**config.mk**
```make
export PLATFORM = sky130hd
export DESIGN_NAME = line_ctrl
export DESIGN_NICKNAME = d
export VERILOG_FILES = /design/src/design/bus_pkg.sv /design/src/design/dram_pkg.sv /design/src/design/line_ctrl.sv
export SDC_FILE = /design/constraint.sdc
export NUM_CORES = 1
export LEC_CHECK = 0
export BUFFER_PORTS_ARGS = -buffer_cell sky130_fd_sc_hd__buf_4
export CORE_AREA = 2 2 269 271
export DETAILED_ROUTE_END_ITERATION = 8
export DIE_AREA = 0 0 271 273
export PLACE_DENSITY = 0.3
export SYNTH_ARGS = -nofsm -noshare
export SYNTH_HDL_FRONTEND = slang
export SYNTH_SLANG_ARGS = --single-unit
```
**constraint.sdc**
```tcl
create_clock -name clk_i -period 5.75 [get_ports clk_i]
set_input_delay 0.8625 -clock clk_i [delete_from_list [all_inputs] [get_ports clk_i]]
set_output_delay 0.8625 -clock clk_i [all_outputs]
set_load 0.01 [all_outputs]
```
**src/design/bus_pkg.sv**
```systemverilog
// Wishbone classic bus package
// request/response bundles and the decoded access kind
package bus_pkg;

    localparam int unsigned WB_AW = 32;          // byte address width
    localparam int unsigned WB_DW = 32;          // data width
    localparam int unsigned WB_SW = WB_DW / 8;   // one select bit per byte lane

    // master to slave
    typedef struct packed {
        logic             cyc;
        logic             stb;
        logic             we;
        logic [WB_AW-1:0] adr;
        logic [WB_SW-1:0] sel;
        logic [WB_DW-1:0] dat;
    } wb_req_t;

    // slave to master
    typedef struct packed {
        logic             ack;
        logic [WB_DW-1:0] dat;   // read data, valid with ack
    } wb_rsp_t;

    // kind of access, taken from we
    typedef enum logic {
        OP_READ  = 1'b0,
        OP_WRITE = 1'b1
    } bus_op_e;

endpackage : bus_pkg

```
**src/design/dram_pkg.sv**
```systemverilog
// DRAM model package
// line geometry, bank and row mapping, timing and line channel types
package dram_pkg;

    localparam int unsigned WORD_BYTES     = 4;
    localparam int unsigned WORD_W         = 8 * WORD_BYTES;
    localparam int unsigned LINE_BYTES     = 16;
    localparam int unsigned WORDS_PER_LINE = LINE_BYTES / WORD_BYTES;
    localparam int unsigned LINE_W         = 8 * LINE_BYTES;
    localparam int unsigned LINE_ADDR_W    = 8;   // 256 lines, 4 KB

    localparam int unsigned BYTE_OFF_W = $clog2(WORD_BYTES);
    localparam int unsigned WORD_IDX_W = $clog2(WORDS_PER_LINE);
    localparam int unsigned LINE_OFF_W = $clog2(LINE_BYTES);

    // banks interleave on the low line bits
    localparam int unsigned NUM_BANKS = 4;
    localparam int unsigned BANK_W    = $clog2(NUM_BANKS);
    localparam int unsigned ROW_LINES = 16;
    localparam int unsigned ROW_W     = LINE_ADDR_W - $clog2(ROW_LINES);

    // read latency in cycles
    localparam int unsigned T_HIT  = 4;
    localparam int unsigned T_MISS = 10;
    localparam int unsigned LAT_W  = $clog2(T_MISS + 1);

    localparam int unsigned RD_QUEUE_DEPTH = 4;
    localparam int unsigned QPTR_W         = $clog2(RD_QUEUE_DEPTH);

    typedef logic [WORDS_PER_LINE-1:0][WORD_W-1:0] line_t;
    typedef logic [LINE_ADDR_W-1:0]                line_addr_t;

    typedef struct packed {
        logic       we;
        line_addr_t addr;
        line_t      wdata;   // ignored on reads
    } dram_req_t;

    // reads only, writes give no response
    typedef struct packed {
        line_t rdata;
    } dram_rsp_t;

    // line_ctrl sequencing
    typedef enum logic [2:0] {
        ST_IDLE,
        ST_RD_REQ,
        ST_RD_WAIT,
        ST_WR_REQ,
        ST_ACK
    } dram_state_e;

    function automatic logic [BANK_W-1:0] line_bank(line_addr_t addr);
        return addr[BANK_W-1:0];
    endfunction

    function automatic logic [ROW_W-1:0] line_row(line_addr_t addr);
        return addr[LINE_ADDR_W-1 -: ROW_W];
    endfunction

endpackage : dram_pkg

```
**src/design/line_ctrl.sv**
```systemverilog
// Line access controller
// turns one Wishbone word access into a line read, and for writes a line write
`timescale 1ns/1ps

module line_ctrl import bus_pkg::*; import dram_pkg::*; (
    input  logic                  clk_i,
    input  logic                  rst_ni,
    // Wishbone slave side
    input  wb_req_t               wb_i,
    output wb_rsp_t               wb_o,
    // DRAM request and response
    output dram_req_t             dram_req_o,
    output logic                  dram_req_valid_o,
    input  logic                  dram_req_ready_i,
    input  dram_rsp_t             dram_rsp_i,
    input  logic                  dram_rsp_valid_i,
    output logic                  dram_rsp_ready_o,
    // merge datapath
    output line_t                 merge_line_o,
    output logic [WORD_IDX_W-1:0] merge_idx_o,
    output logic [WORD_BYTES-1:0] merge_sel_o,
    output logic [WORD_W-1:0]     merge_wdata_o,
    input  line_t                 merge_line_i,
    input  logic [WORD_W-1:0]     merge_rdata_i
);

    dram_state_e state_q;
    dram_state_e state_d;
    bus_op_e     op_q;
    bus_op_e     op_d;
    line_t       line_q;   // line fetched for the current access

    logic access;
    logic req_fire;
    logic rsp_fire;

    assign access   = wb_i.cyc && wb_i.stb;
    assign req_fire = dram_req_valid_o && dram_req_ready_i;
    assign rsp_fire = dram_rsp_valid_i && dram_rsp_ready_o;

    always_comb begin
        state_d = state_q;
        op_d    = op_q;
        unique case (state_q)
            ST_IDLE: begin
                if (access) begin
                    op_d    = wb_i.we ? OP_WRITE : OP_READ;
                    // line read goes out in the first cycle if the DRAM takes it
                    state_d = req_fire ? ST_RD_WAIT : ST_RD_REQ;
                end
            end
            ST_RD_REQ: begin
                if (req_fire) begin
                    state_d = ST_RD_WAIT;
                end
            end
            ST_RD_WAIT: begin
                if (rsp_fire) begin
                    state_d = (op_q == OP_WRITE) ? ST_WR_REQ : ST_ACK;
                end
            end
            ST_WR_REQ: begin
                if (req_fire) begin
                    state_d = ST_ACK;
                end
            end
            ST_ACK: begin
                state_d = ST_IDLE;   // single-cycle ack
            end
            default: begin
                state_d = ST_IDLE;
            end
        endcase
    end

    always_ff @(posedge clk_i) begin
        if (!rst_ni) begin
            state_q <= ST_IDLE;
            op_q    <= OP_READ;
        end else begin
            state_q <= state_d;
            op_q    <= op_d;
        end
    end

    always_ff @(posedge clk_i) begin
        if (rsp_fire) begin
            line_q <= dram_rsp_i.rdata;
        end
    end

    // master holds adr/sel/dat until ack, so these stay stable while valid
    assign dram_req_valid_o = (state_q == ST_IDLE && access)
                            || state_q == ST_RD_REQ
                            || state_q == ST_WR_REQ;
    assign dram_req_o.we    = (state_q == ST_WR_REQ);
    assign dram_req_o.addr  = wb_i.adr[LINE_OFF_W +: LINE_ADDR_W];   // high bits alias
    assign dram_req_o.wdata = merge_line_i;
    assign dram_rsp_ready_o = (state_q == ST_RD_WAIT);

    assign merge_line_o  = line_q;
    assign merge_idx_o   = wb_i.adr[BYTE_OFF_W +: WORD_IDX_W];
    assign merge_sel_o   = wb_i.sel;
    assign merge_wdata_o = wb_i.dat;

    assign wb_o.ack = (state_q == ST_ACK);
    assign wb_o.dat = merge_rdata_i;

    a_ack_pulse : assert property (
        @(posedge clk_i) disable iff (!rst_ni)
        wb_o.ack |=> !wb_o.ack
    ) else $error("ack held for more than one cycle");

    // master keeps cyc and stb up until it sees ack
    a_ack_in_cycle : assert property (
        @(posedge clk_i) disable iff (!rst_ni)
        wb_o.ack |-> wb_i.cyc && wb_i.stb
    ) else $error("ack outside of an active bus cycle");

endmodule : line_ctrl

```
==> flow_metrics.tcl <==
set metrics [dict create \
    synth_seq_cells 132 \
    drt-pass1-iter-count 4 \
    setup_viol 0 \
    period_minus_slack_ns 2.49 \
    clock-sinks 132 \
    final_common_cell "buf_4" \
    syn_avg_cell_area_sq_um 15.6 \
    rows 98 \
    cts_resized 0 \
    io_buffers 266 \
    startpoint_type "flip-flop" \
    cts_root_buf "clkbuf_16" \
    drc 0 \
    cts_max_path_buffers 2 \
    vias_per_cell 2.14 \
    tritoncts "yes" \
    yosys_warnings 0 \
    die_w_um 271 \
    min_path_type "reg -> reg" \
    setup_tns_ns 0 \
    grt_pass1_wl_mm 29.3 \
    intPower_uw 1850 \
    worstRegToRegCells 3 \
    drt-initial-drc-count 98 \
    start_util_pct 7.95 \
    endpoint "merge_line_o[79]$_DFFE_PP_" \
    hold_ws_ns 0.498 \
    clk_pin_slew_ns 0.06 \
    coreArea_sq_mm 0.0710 \
    worst_ep_required_time_ns 5.81 \
    maxSlewViolCount 0 \
    worst-path-max-fanout 58 \
    pwr-share-clk_pct 48.1 \
    antennaDiodeCount 0 \
    synthesis.nets 726 \
    grt_usage_pct 5.94 \
    die_h_um 273 \
    crit_path_end_kind "flip-flop" \
    criticalPathCategory "reg -> reg" \
    h-tree-depth 4 \
    ios 701 \
    fill_cells 8050 \
    slowest_stage "and2_4" \
    reg2reg_to "merge_line_o[79]$_DFFE_PP_" \
    slew_headroom_pct 43.5 \
    netlist_area_sq_mm 0.00565 \
    syn-instance-count 363 \
    grt_max_degree 59 \
    fin_crit_sh_pct 43.3 \
    ir_drop_v 0.000186 \
    cts_hold_buf 0 \
    arrival_ns 2.55 \
    pwr-share-comb_pct 5.7 \
    power_switching_uw 508 \
    yosysUniqueCellTypes 22 \
    dieArea_sq_mm 0.0740 \
    ys_top_cells_by_area "edfxtp_1, buf_4, dfxtp_1" \
    fmax_mhz 402 \
    cp_cell_sequence "nor3b_2, and2_4, buf_4" \
    drt-wirelength-per-cell_um 16.5 \
    powerDensity_mw_per_mm2 299 \
    grt_overflow_total 0 \
    critical_path.startpoint "state_q[1]$_SDFFE_PN0P_" \
    cap_violations 0 \
    seqCellArea_sq_mm 0.00392 \
    rr_startpoint "state_q[1]$_SDFFE_PN0P_" \
    slowest_delay_ns 0.71 \
    num_vias 3013 \
    numCtsBuffers 17 \
    area_growth_pct 39.8 \
    most-common-layout-cells "buf_4, edfxtp_1, clkbuf_16" \
    tightest_slew_ns 0.848 \
    pwr-share-seq_pct 46.2 \
    multi_input_area_sq_um 158 \
    ant_nets 0 \
    antenna_found_initial 0 \
    setup_ws_ns 3.26 \
    swShare_pct 21.5 \
    hold_violations 0 \
    post_cts_buffers 0 \
    gp_congestion 0.779 \
    clock_skew_ns 0.00986 \
    clkLatencyLatePin_ns 0.42 \
    place_ws_ns 3.00 \
    layout-drive-gt1-share_pct 66.6 \
    grt_pass1_vias 3125 \
    yosysTopAreaCellShare_pct 68.1 \
    dp_hpwl_mm 19.4 \
    status "finished, final reports clean" \
    synth_top_cell_by_area "edfxtp_1" \
    wl_mm 23.2 \
    leakage_uw 0.00285 \
    rsz0062_at_grt "no" \
    yosysSeqAreaShare_pct 69.5 \
    ff2ff_setup_slack_ns 3.26 \
    layout.nets 805 \
]
-- power by group through the flow --
stage | combinational [uW] | clock (uW) | sequential (uW)
global route | 146 | 1220 | 1090
global placement | 139 | 0 | 1110
finish | 135 | 1140 | 1090
floorplan | 164 | 0 | 1120
CTS | 139 | 1180 | 1090
detailed placement | 139 | 0 | 1110
-- cell type report --
class                      count  area share (%)
tap                          950            15.1
clock inverter                14            2.22
sequential                   132            49.7
clock buffer                  18            5.44
timing repair buffer         268            25.5
multi-input combinational     22            2.00
inverter                       1          0.0476
-- synthesized netlist by cell type, drive strengths merged --
master / n
nor3b: 2
nand4: 1
a22oi: 1
a221oi: 1
nor3: 1
and2: 1
inv: 1
nand2: 2
dfxtp: 4
a31o: 1
nor2: 5
nand3: 1
nand3b: 1
a21oi: 1
edfxtp: 128
and3b: 2
buf: 208
o41ai: 2
-- flip-flops by register name (all words and copies together), names as in the netlist --
register      count
state_q           3
op_q              1
merge_line_o    128
-- cell families after synthesis --
logic type / Yosys count / share of synthesized area, %
flops: 132 / 69.5
compound gates: 6 / 1.09
buf+inv: 209 / 27.7
simple gates: 16 / 1.66
-- metal layers --
layer / routed length, um / global-route usage (%) / up-vias
met5: 0 / 0 / -
met4: 1200 / 4.00 / 0
met3: 4430 / 4.94 / 100
met2: 12100 / 10.9 / 404
met1: 5530 / 3.79 / 1306
li1: - / - / 1203
-- worst max-delay path, delay by kind of cell (launching register included) --
kind,cells,cell delay (ns)
AND/OR/NAND/NOR,2,1.00
buffers and inverters,1,0.59
flip-flops,1,0.43
-- through the flow --
stage / utilization (%) / cells / power (uW) / cell area [sq um]
final: 11.1 / 1405 / 2360 / 7890
after global routing: 11.1 / 1405 / 2460 / 7890
after CTS: 11.1 / 1405 / 2410 / 7890
after detailed placement: 10.3 / 1373 / 1250 / 7290
after global placement: 10.3 / 1373 / 1250 / 7290
after floorplan: - / 363 / 1290 / 5650
-- worst min-delay path by stage --
| stage | from | to | slack, ns | cells past startpoint |
|---|---|---|---|---|
| floorplan | op_q$_SDFFE_PN0P_ | op_q$_SDFFE_PN0P_ | 0.46 | 2 |
| global placement | op_q$_SDFFE_PN0P_ | op_q$_SDFFE_PN0P_ | 0.49 | 2 |
| detailed placement | op_q$_SDFFE_PN0P_ | op_q$_SDFFE_PN0P_ | 0.49 | 2 |
| CTS | op_q$_SDFFE_PN0P_ | op_q$_SDFFE_PN0P_ | 0.50 | 2 |
| global route | op_q$_SDFFE_PN0P_ | op_q$_SDFFE_PN0P_ | 0.51 | 2 |
| finish | op_q$_SDFFE_PN0P_ | op_q$_SDFFE_PN0P_ | 0.50 | 2 |
No activity file was read; power rests on OpenSTA's default activity.
