## config.mk

```make
export PLATFORM = sky130hd
export DESIGN_NAME = word_merge
export DESIGN_NICKNAME = d
export VERILOG_FILES = /design/src/design/dram_pkg.sv /design/src/design/word_merge.sv
export SDC_FILE = /design/constraint.sdc
export NUM_CORES = 1
export LEC_CHECK = 0
export ABC_AREA = 1
export BUFFER_PORTS_ARGS = -buffer_cell sky130_fd_sc_hd__buf_2
export CAP_MARGIN = 20
export CORE_AREA = 4 4 124 126
export DETAILED_ROUTE_END_ITERATION = 6
export DIE_AREA = 0 0 128 130
export GPL_ROUTABILITY_DRIVEN = 0
export GPL_TIMING_DRIVEN = 0
export SYNTH_ARGS = -nofsm -noshare
export SYNTH_HDL_FRONTEND = slang
export SYNTH_SLANG_ARGS = --single-unit
```

## constraint.sdc

```tcl
create_clock -name vclk -period 2.4
set_input_delay 0.24 -clock vclk [all_inputs]
set_output_delay 0.24 -clock vclk [all_outputs]
set_load 0.02 [all_outputs]
```

## src/design/dram_pkg.sv

```systemverilog
// DRAM model package
// line geometry, bank and row mapping, timing and line channel types
package dram_pkg;

    localparam int unsigned WORD_BYTES     = 4;
    localparam int unsigned WORD_W         = 8 * WORD_BYTES;
    localparam int unsigned LINE_BYTES     = 16;
    localparam int unsigned WORDS_PER_LINE = LINE_BYTES / WORD_BYTES;
    localparam int unsigned LINE_W         = 8 * LINE_BYTES;
    localparam int unsigned LINE_ADDR_W    = 8;   // 256 lines, 4 KB

    localparam int unsigned BYTE_OFF_W = $clog2(WORD_BYTES);
    localparam int unsigned WORD_IDX_W = $clog2(WORDS_PER_LINE);
    localparam int unsigned LINE_OFF_W = $clog2(LINE_BYTES);

    // banks interleave on the low line bits
    localparam int unsigned NUM_BANKS = 4;
    localparam int unsigned BANK_W    = $clog2(NUM_BANKS);
    localparam int unsigned ROW_LINES = 16;
    localparam int unsigned ROW_W     = LINE_ADDR_W - $clog2(ROW_LINES);

    // read latency in cycles
    localparam int unsigned T_HIT  = 4;
    localparam int unsigned T_MISS = 10;
    localparam int unsigned LAT_W  = $clog2(T_MISS + 1);

    localparam int unsigned RD_QUEUE_DEPTH = 4;
    localparam int unsigned QPTR_W         = $clog2(RD_QUEUE_DEPTH);

    typedef logic [WORDS_PER_LINE-1:0][WORD_W-1:0] line_t;
    typedef logic [LINE_ADDR_W-1:0]                line_addr_t;

    typedef struct packed {
        logic       we;
        line_addr_t addr;
        line_t      wdata;   // ignored on reads
    } dram_req_t;

    // reads only, writes give no response
    typedef struct packed {
        line_t rdata;
    } dram_rsp_t;

    // line_ctrl sequencing
    typedef enum logic [2:0] {
        ST_IDLE,
        ST_RD_REQ,
        ST_RD_WAIT,
        ST_WR_REQ,
        ST_ACK
    } dram_state_e;

    function automatic logic [BANK_W-1:0] line_bank(line_addr_t addr);
        return addr[BANK_W-1:0];
    endfunction

    function automatic logic [ROW_W-1:0] line_row(line_addr_t addr);
        return addr[LINE_ADDR_W-1 -: ROW_W];
    endfunction

endpackage : dram_pkg

```

## src/design/word_merge.sv

```systemverilog
// Word merge datapath
// picks the addressed word out of a line and merges a byte-masked word back in
`timescale 1ns/1ps

module word_merge import dram_pkg::*; (
    input  line_t                 line_i,
    input  logic [WORD_IDX_W-1:0] word_idx_i,
    input  logic [WORD_BYTES-1:0] sel_i,
    input  logic [WORD_W-1:0]     wdata_i,
    output line_t                 line_o,
    output logic [WORD_W-1:0]     rdata_o
);

    logic [LINE_W/8-1:0][7:0]     line_bytes;
    logic [WORD_BYTES-1:0][7:0]   wdata_bytes;

    assign rdata_o     = line_i[word_idx_i];
    assign wdata_bytes = wdata_i;

    // byte lanes little endian within the line
    always_comb begin
        line_bytes = line_i;
        for (int b = 0; b < LINE_W / 8; b++) begin
            if (b / WORD_BYTES == word_idx_i && sel_i[b % WORD_BYTES]) begin
                line_bytes[b] = wdata_bytes[b % WORD_BYTES];
            end
        end
    end

    assign line_o = line_bytes;

endmodule : word_merge

```

==> results of run 1 <==
==> layer usage <==
layer  vias to the layer above  global-route usage  part of all wire
li1                       2935                   -                 -
met1                      2572              0.2784              0.40
met2                       340              0.4119              0.49
met3                        30             0.03029             0.089
met4                         0             0.05431             0.021
met5                         -                   0                 0
==> power groups by stage <==
stage / sequential (µW) / clock [µW] / combinational (µW)
finish: 0 / 0 / 1250
global route: 0 / 0 / 1360
CTS: 0 / 0 / 1250
detailed placement: 0 / 0 / 1240
global placement: 0 / 0 / 1240
floorplan: 0 / 0 / 702
==> worst max-delay path, cell delays in order <==
cell	delay (ns)
buf_2	0.12
inv_2	0.12
buf_2	0.28
nand3_1	0.39
nand2_1	0.17
nand2_1	0.09
buf_2	0.16
==> path summary, 6_finish.rpt <==
path                      start         end  slack (ns)  cells past startpoint
setup / recovery  word_idx_i[0]  line_o[74]        0.57                      7
hold / removal        line_i[4]   line_o[4]        0.81                      4
==> Yosys cell counts <==
master / count
nand2_1: 516
nand3_1: 101
inv_1: 32
o21ai_0: 32
buf_2: 20
clkbuf_1: 14
buf_4: 7
buf_6: 5
nand3_2: 4
nand3_4: 3
buf_1: 2
inv_2: 2
nor2_2: 1
nor2_4: 1
nor2_8: 1
==> cells by family (layout without fill, tap and decap cells) <==
group	count (synthesis)	count (layout)	share of synthesized area
AO/OA/AOI/OAI	32	32	0.05118
buffers and inverters	82	403	0.1268
AND/OR/NAND/NOR	627	627	0.8221
==> layout make-up <==
type,count,area share
multi-input cells,659,0.5503
repair buffers,321,0.3235
inverters,34,0.02570
plain buffers,48,0.05417
well taps,184,0.04636
==> metrics by stage <==
| step | power, µW | instances | worst slack [ns] |
|---|---|---|---|
| after floorplan | 701.5 | 741 | 0.8842 |
| after global placement | 1242 | 1246 | 0.5670 |
| after detailed placement | 1244 | 1246 | 0.5707 |
| after CTS | 1249 | 1246 | 0.5663 |
| after global routing | 1359 | 1246 | 0.4708 |
| final | 1247 | 1246 | 0.5720 |
==> results.sh, run 1 <==
export IMPL_outcome="finished clean"
export IMPL_syn_area_per_cell_um2=4.223
export IMPL_cts_hold_buf=0
export IMPL_slew_violations=0
export IMPL_p_sw_frac=0.6699
export IMPL_wl_per_cell_um=16.50
export IMPL_ctsResizeCount=0
export IMPL_drive_gt1_frac=0.3437
export IMPL_p_per_area_mw_per_mm2=251.1
export IMPL_fin_nets=1230
export IMPL_tns_ns=0
export IMPL_cap_viol_max_count=0
export IMPL_worstPathMaxFanout=10
export IMPL_ant_nets=0
export IMPL_route_detailed_drc=0
export IMPL_flops_and_latches=0
export IMPL_overflow=0
export IMPL_fin_crit_ns=1.828
export IMPL_power_leakage_uw=0.003475
export IMPL_netlist_top_cells_area="nand2_1 62%, nand3_1 16%, o21ai_0 5.1%, inv_1 3.8%, buf_2 3.2%"
export IMPL_wl_mm=20.56
export IMPL_placed_cell_area_mm2=0.004966
export IMPL_hold_path_class="in -> out"
export IMPL_final_core_util=0.3469
export IMPL_grtUsageTotal=0.2249
export IMPL_die_h_um=130
export IMPL_n_fill_cell=1740
export IMPL_synth_cell_types=15
export IMPL_arrival_ns=1.59
export IMPL_netlist_area_mm2=0.003129
export IMPL_die_x_um=128
export IMPL_layout_common_cells="516 x nand2_1, 341 x buf_2, 101 x nand3_1"
export IMPL_clkPwrFrac=0
export IMPL_crit_type="in -> out"
export IMPL_start_util=0.2186
export IMPL_startpoint_type="primary input"
export IMPL_clock_fmax_mhz=547.1
export IMPL_diodes=0
export IMPL_grt_pass1_vias=5544
export IMPL_grt_setup_unrepaired="no"
export IMPL_ys_seq_area_frac=0
export IMPL_vias=5877
export IMPL_setup_violations=0
export IMPL_drtIter0Drc=298
export IMPL_multiInputGateArea_mm2=0.002733
export IMPL_postCtsSetupBuffers=0
export IMPL_grt_max_degree=11
export IMPL_rows=44
export IMPL_dpl_hpwl_mm=16.77
export IMPL_yosysTopAreaCellShare=0.6190
export IMPL_core_mm2=0.01431
export IMPL_ios=326
export IMPL_first_pass_iters=5
export IMPL_p_int_uw=411.6
export IMPL_synth_warnings=0
export IMPL_hold_viol=0
export IMPL_grt_pass1_wl_mm=29.99
export IMPL_whs_ns=0.8108
export IMPL_synth_nets=907
export IMPL_relSlewSlack=0.5627
export IMPL_p_seq_frac=0
export IMPL_syn_to_final_growth_pct=58.70
export IMPL_regArea_um2=0
export IMPL_required_ns=2.16
export IMPL_syn_inst=741
export IMPL_power_frac_comb=1.000
export IMPL_fin_crit_sh=0.7617
export IMPL_die_area_mm2=0.01664
export IMPL_worst_pin_slew_ns=0.6560
export IMPL_viasPerCell=4.717
export IMPL_antenna_found_initial=0
export IMPL_switching_power_uw=835.5
export IMPL_fin_area_mm2=0.004966
export IMPL_io_buffers=321
export IMPL_ir_worst_vdd_v=0.00008514
export IMPL_layout_commonest_cell="nand2_1"
export IMPL_n_clock_buffer=0
export IMPL_cp_end_kind="output port"
export IMPL_yosysTopAreaCell="nand2_1"
No activity file was read; power rests on OpenSTA's default activity.
==> inputs of run 2 (changes only) <==
CORE_AREA = 4 4 125 127   (was 4 4 124 126)
DIE_AREA = 0 0 129 131   (was 0 0 128 130)
clock period = 1.8 ns   (was 2.4 ns; I/O delays follow)
==> results.sh, run 2 (synthesized netlist as in run 1, its figures left out) <==
export IMPL_p_per_area_mw_per_mm2=334.2
export IMPL_wl_mm=20.41
export IMPL_wl_met2_mm=9.972
export IMPL_rows=44
export IMPL_hold_path_class="in -> out"
export IMPL_slew_violations=0
export IMPL_totalPowerFinal_uw=1662
export IMPL_p_int_uw=549.6
export IMPL_n_clock_buffer=0
export IMPL_fin_area_mm2=0.004974
export IMPL_cp_end_kind="output port"
export IMPL_start_util=0.2170
export IMPL_fin_crit_ns=1.648
export IMPL_core_mm2=0.01442
export IMPL_n_fill_cell=1769
export IMPL_overflow=0
export IMPL_startpoint_type="primary input"
export IMPL_worstPathMaxFanout=10
export IMPL_crit_type="in -> out"
export IMPL_regArea_um2=0
export IMPL_vias=5960
export IMPL_fin_crit_sh=0.9158
export IMPL_drive_gt1_frac=0.3446
export IMPL_p_seq_frac=0
export IMPL_grt_max_degree=11
export IMPL_clock_fmax_mhz=606.6
export IMPL_grt_pass1_vias=5272
export IMPL_grtUsageTotal=0.2165
export IMPL_io_buffers=321
export IMPL_grt_setup_unrepaired="no"
export IMPL_worst_pin_slew_ns=0.6216
export IMPL_arrival_ns=1.47
export IMPL_routed_top_layer="met5"
export IMPL_switching_power_uw=1113
export IMPL_outcome="finished clean"
export IMPL_fin_nets=1230
export IMPL_tns_ns=0
export IMPL_die_h_um=131
export IMPL_die_x_um=129
export IMPL_ant_nets=0
export IMPL_grt_pass1_wl_mm=29.02
export IMPL_clkPwrFrac=0
export IMPL_antenna_found_initial=2
export IMPL_first_pass_iters=7
export IMPL_ir_worst_vdd_v=0.0001175
export IMPL_setup_violations=0
export IMPL_layout_common_cells="516 x nand2_1, 340 x buf_2, 100 x nand3_1"
export IMPL_route_detailed_drc=0
export IMPL_required_ns=1.62
export IMPL_hold_viol=0
export IMPL_p_sw_frac=0.6693
export IMPL_flops_and_latches=0
export IMPL_syn_to_final_growth_pct=58.94
export IMPL_cap_viol_max_count=0
export IMPL_diodes=0
export IMPL_drtIter0Drc=434
export IMPL_die_area_mm2=0.01690
export IMPL_layout_commonest_cell="nand2_1"
export IMPL_wirelength_met1_mm=7.789
export IMPL_dpl_hpwl_mm=16.72
export IMPL_power_frac_comb=1.000
export IMPL_relSlewSlack=0.5856
export IMPL_wl_per_cell_um=16.38
export IMPL_ios=326
export IMPL_power_leakage_uw=0.003477
export IMPL_placed_cell_area_mm2=0.004966
export IMPL_viasPerCell=4.783
export IMPL_wl_met3_mm=2.148
## run 2: stage by stage
| stage | hold slack, ns | std cells | setup WS (ns) | util |
|---|---|---|---|---|
| after floorplan | 0.5299 | 741 | 0.4042 | - |
| after global placement | 0.6882 | 1246 | 0.08240 | 0.3443 |
| after detailed placement | 0.6851 | 1246 | 0.03966 | 0.3443 |
| after CTS | 0.6858 | 1246 | 0.02439 | 0.3443 |
| after global routing | 0.7098 | 1246 | 0.02622 | 0.3448 |
| final | 0.6850 | 1246 | 0.1515 | 0.3448 |
## run 2: per-layer routing
metal  up-vias  global-route usage
li1       2937                   -
met1      2599              0.2640
met2       377              0.3994
met3        43             0.03537
met4         4             0.04632
met5         -                   0
## run 2: worst max-delay path, cell delays in order
cell,delay [ns]
buf_2,0.14
inv_2,0.12
clkbuf_1,0.50
nand2_1,0.14
nand2_1,0.11
nand2_1,0.05
nand2_1,0.07
buf_2,0.16
## run 2: final timing paths
| check | start | to | cells past startpoint |
|---|---|---|---|
| worst max-delay path | word_idx_i[0] | rdata_o[16] | 8 |
| worst min-delay path | line_i[27] | line_o[27] | 4 |
## run 2: what timing repair did
item                                   4_1_cts  5_1_grt
setup endpoints to repair                    0        6
hold buffers                                 0        0
gates resized for setup                      0        2
setup buffers                                0        0
endpoints found under the hold margin        0        0
## run 2: power by group through the flow
stage / combinational (µW) / clock, µW / sequential (µW)
floorplan: 935 / 0 / 0
global placement: 1650 / 0 / 0
detailed placement: 1660 / 0 / 0
CTS: 1660 / 0 / 0
global route: 1800 / 0 / 0
finish: 1660 / 0 / 0
## run 2: layout make-up
cell class	count	area, µm²	area share
tap	184	230.2	0.04629
timing repair buffer	321	1607	0.3230
inverter	34	127.6	0.02566
buffer	48	271.5	0.05459
multi-input combinational	659	2738	0.5504
==> inputs of run 3 (changes only) <==
ABC_AREA = not set   (was 1)
CORE_AREA = 4 4 124 126   (was 4 4 125 127)
DIE_AREA = 0 0 128 130   (was 0 0 129 131)
==> results.sh, run 3 <==
export IMPL_vias=3132
export IMPL_syn_inst=186
export IMPL_path_cells="buf_4 -> nor3b_4 -> mux2_2 -> buf_2"
export IMPL_grt_setup_unrepaired="no"
export IMPL_grt_max_degree=11
export IMPL_diodes=0
export IMPL_fin_area_mm2=0.004358
export IMPL_dpl_hpwl_mm=11.05
export IMPL_tns_ns=0
export IMPL_yosysTopAreaCell="mux2_2"
export IMPL_power_leakage_uw=0.002166
export IMPL_wl_mm=12.98
export IMPL_cp_endpoint="line_o[26]"
export IMPL_whs_ns=0.7032
export IMPL_route_detailed_drc=0
export IMPL_worst_pin_slew_ns=0.6088
export IMPL_cp_top_family="simple AND/OR/NAND/NOR gates"
export IMPL_start_util=0.1751
export IMPL_startpoint_type="primary input"
export IMPL_ant_nets=0
export IMPL_die_x_um=128
export IMPL_arrival_ns=1.49
export IMPL_wl_per_cell_um=18.71
export IMPL_synth_cell_types=10
export IMPL_core_mm2=0.01431
export IMPL_first_pass_iters=4
export IMPL_netlist_area_mm2=0.002506
export IMPL_worst_path_buf_inv=2
export IMPL_setup_violations=0
export IMPL_hold_path_class="in -> out"
export IMPL_syn_area_per_cell_um2=13.47
export IMPL_fin_crit_sh=0.9260
export IMPL_placed_cell_area_mm2=0.004358
export IMPL_synth_warnings=0
export IMPL_viasPerCell=4.513
export IMPL_synthTopCellsByCount="124 x mux2_2, 32 x mux4_2, 5 x buf_2"
export IMPL_crit_type="in -> out"
export IMPL_final_core_util=0.3045
export IMPL_startpoint="word_idx_i[1]"
export IMPL_drtIter0Drc=131
export IMPL_fin_crit_ns=1.667
export IMPL_relSlewSlack=0.5937
export IMPL_ys_seq_area_frac=0
export IMPL_die_h_um=130
export IMPL_cap_viol_max_count=0
export IMPL_yosysTopAreaCellShare=0.5572
export IMPL_synth_nets=352
export IMPL_syn_to_final_growth_pct=73.89
export IMPL_totalPowerFinal_uw=1421
export IMPL_critPathMaxStageDelay_ns=0.56
export IMPL_overflow=0
export IMPL_clock_fmax_mhz=600.0
export IMPL_antenna_found_initial=0
export IMPL_n_clock_buffer=0
export IMPL_netlist_top_cells_area="mux2_2 56%, mux4_2 29%, nand3b_4 3.2%, nor3b_4 3.0%, nand3_4 2.8%"
export IMPL_required_ns=1.62
export IMPL_grt_pass1_wl_mm=17.98
export IMPL_ctsResizeCount=0
export IMPL_worst_path_stages=4
export IMPL_critPathSlowestCell="nor3b_4"
export IMPL_layout_commonest_cell="buf_2"
export IMPL_cts_hold_buf=0
export IMPL_flops_and_latches=0
export IMPL_n_fill_cell=1547
export IMPL_io_buffers=324
export IMPL_cp_end_kind="output port"
export IMPL_postCtsSetupBuffers=0
export IMPL_layout_common_cells="329 x buf_2, 124 x mux2_2, 32 x mux4_2"
export IMPL_regArea_um2=0
export IMPL_grt_pass1_vias=3193
export IMPL_outcome="finished clean"
export IMPL_grtUsageTotal=0.1354
export IMPL_p_per_area_mw_per_mm2=326.0
export IMPL_fin_nets=678
export IMPL_drive_gt1_frac=0.9922
export IMPL_worstPathMaxFanout=10
export IMPL_die_area_mm2=0.01664
export IMPL_hold_viol=0
export IMPL_ios=326
export IMPL_yosysMostFrequentCell="mux2_2"
export IMPL_slew_violations=0
export IMPL_rows=44
export IMPL_ir_worst_vdd_v=0.0001099
run 3: cell types whose count changed in the layout (fill, tap and decap cells not counted), moves of 5 or more:
cell / before / now
buf_4: 7 / 2
nand2_1: 516 / 0
nand3_2: 5 / 0
buf_2: 340 / 329
inv_1: 32 / 0
nand3_1: 100 / 0
clkbuf_1: 14 / 0
o21ai_0: 32 / 0
mux2_2: 0 / 124
mux4_2: 0 / 32
run 3: final cells by class:
type | instances | area [µm²] | share of cell area
tap | 184 | 230.2 | 0.05283
buffer | 10 | 73.82 | 0.01694
multi-input combinational | 176 | 2432 | 0.5581
timing repair buffer | 324 | 1622 | 0.3721
run 3: routing by layer:
metal | global-route usage | wire length [µm] | share of wire
met5 | 0 | 0 | 0
met4 | 0.004994 | 43 | 0.0033
met3 | 0.01719 | 889 | 0.068
met2 | 0.2551 | 6991 | 0.54
met1 | 0.1740 | 5059 | 0.39
run 3: where the power goes:
group          total [µW]  internal (µW)  switching, µW  leakage (µW)
clock network           0              0              0             0
registers               0              0              0             0
logic                1420            636            785       0.00217
run 3: tightest hold or removal path: stages:
cell and delay (ns):
buf_2 0.08, mux2_1 0.11, buf_2 0.15
run 3: how the worst min path moves through the flow:
| stage | startpoint | endpoint | slack, ns | depth (start not counted) |
|---|---|---|---|---|
| floorplan | line_i[0] | line_o[0] | 0.55 | 1 |
| global placement | line_i[115] | line_o[115] | 0.71 | 3 |
| detailed placement | line_i[118] | line_o[118] | 0.70 | 3 |
| CTS | line_i[118] | line_o[118] | 0.71 | 3 |
| global route | line_i[43] | line_o[43] | 0.73 | 3 |
| finish | line_i[118] | line_o[118] | 0.70 | 3 |
run 3: stage by stage:
| step | cells | setup WS, ns |
|---|---|---|
| floorplan | 186 | 0.4815 |
| global placement | 694 | 0.1263 |
| detailed placement | 694 | 0.1201 |
| CTS | 694 | 0.1206 |
| global route | 694 | 0.07449 |
| finish | 694 | 0.1332 |
run 3: kinds of logic (layout without fill, tap and decap cells):
| family | after synthesis | in the layout | synth area share |
|---|---|---|---|
| buffers and inverters | 10 | 334 | 0.02945 |
| AND/OR/NAND/NOR | 16 | 16 | 0.1078 |
| multiplexers | 160 | 160 | 0.8627 |
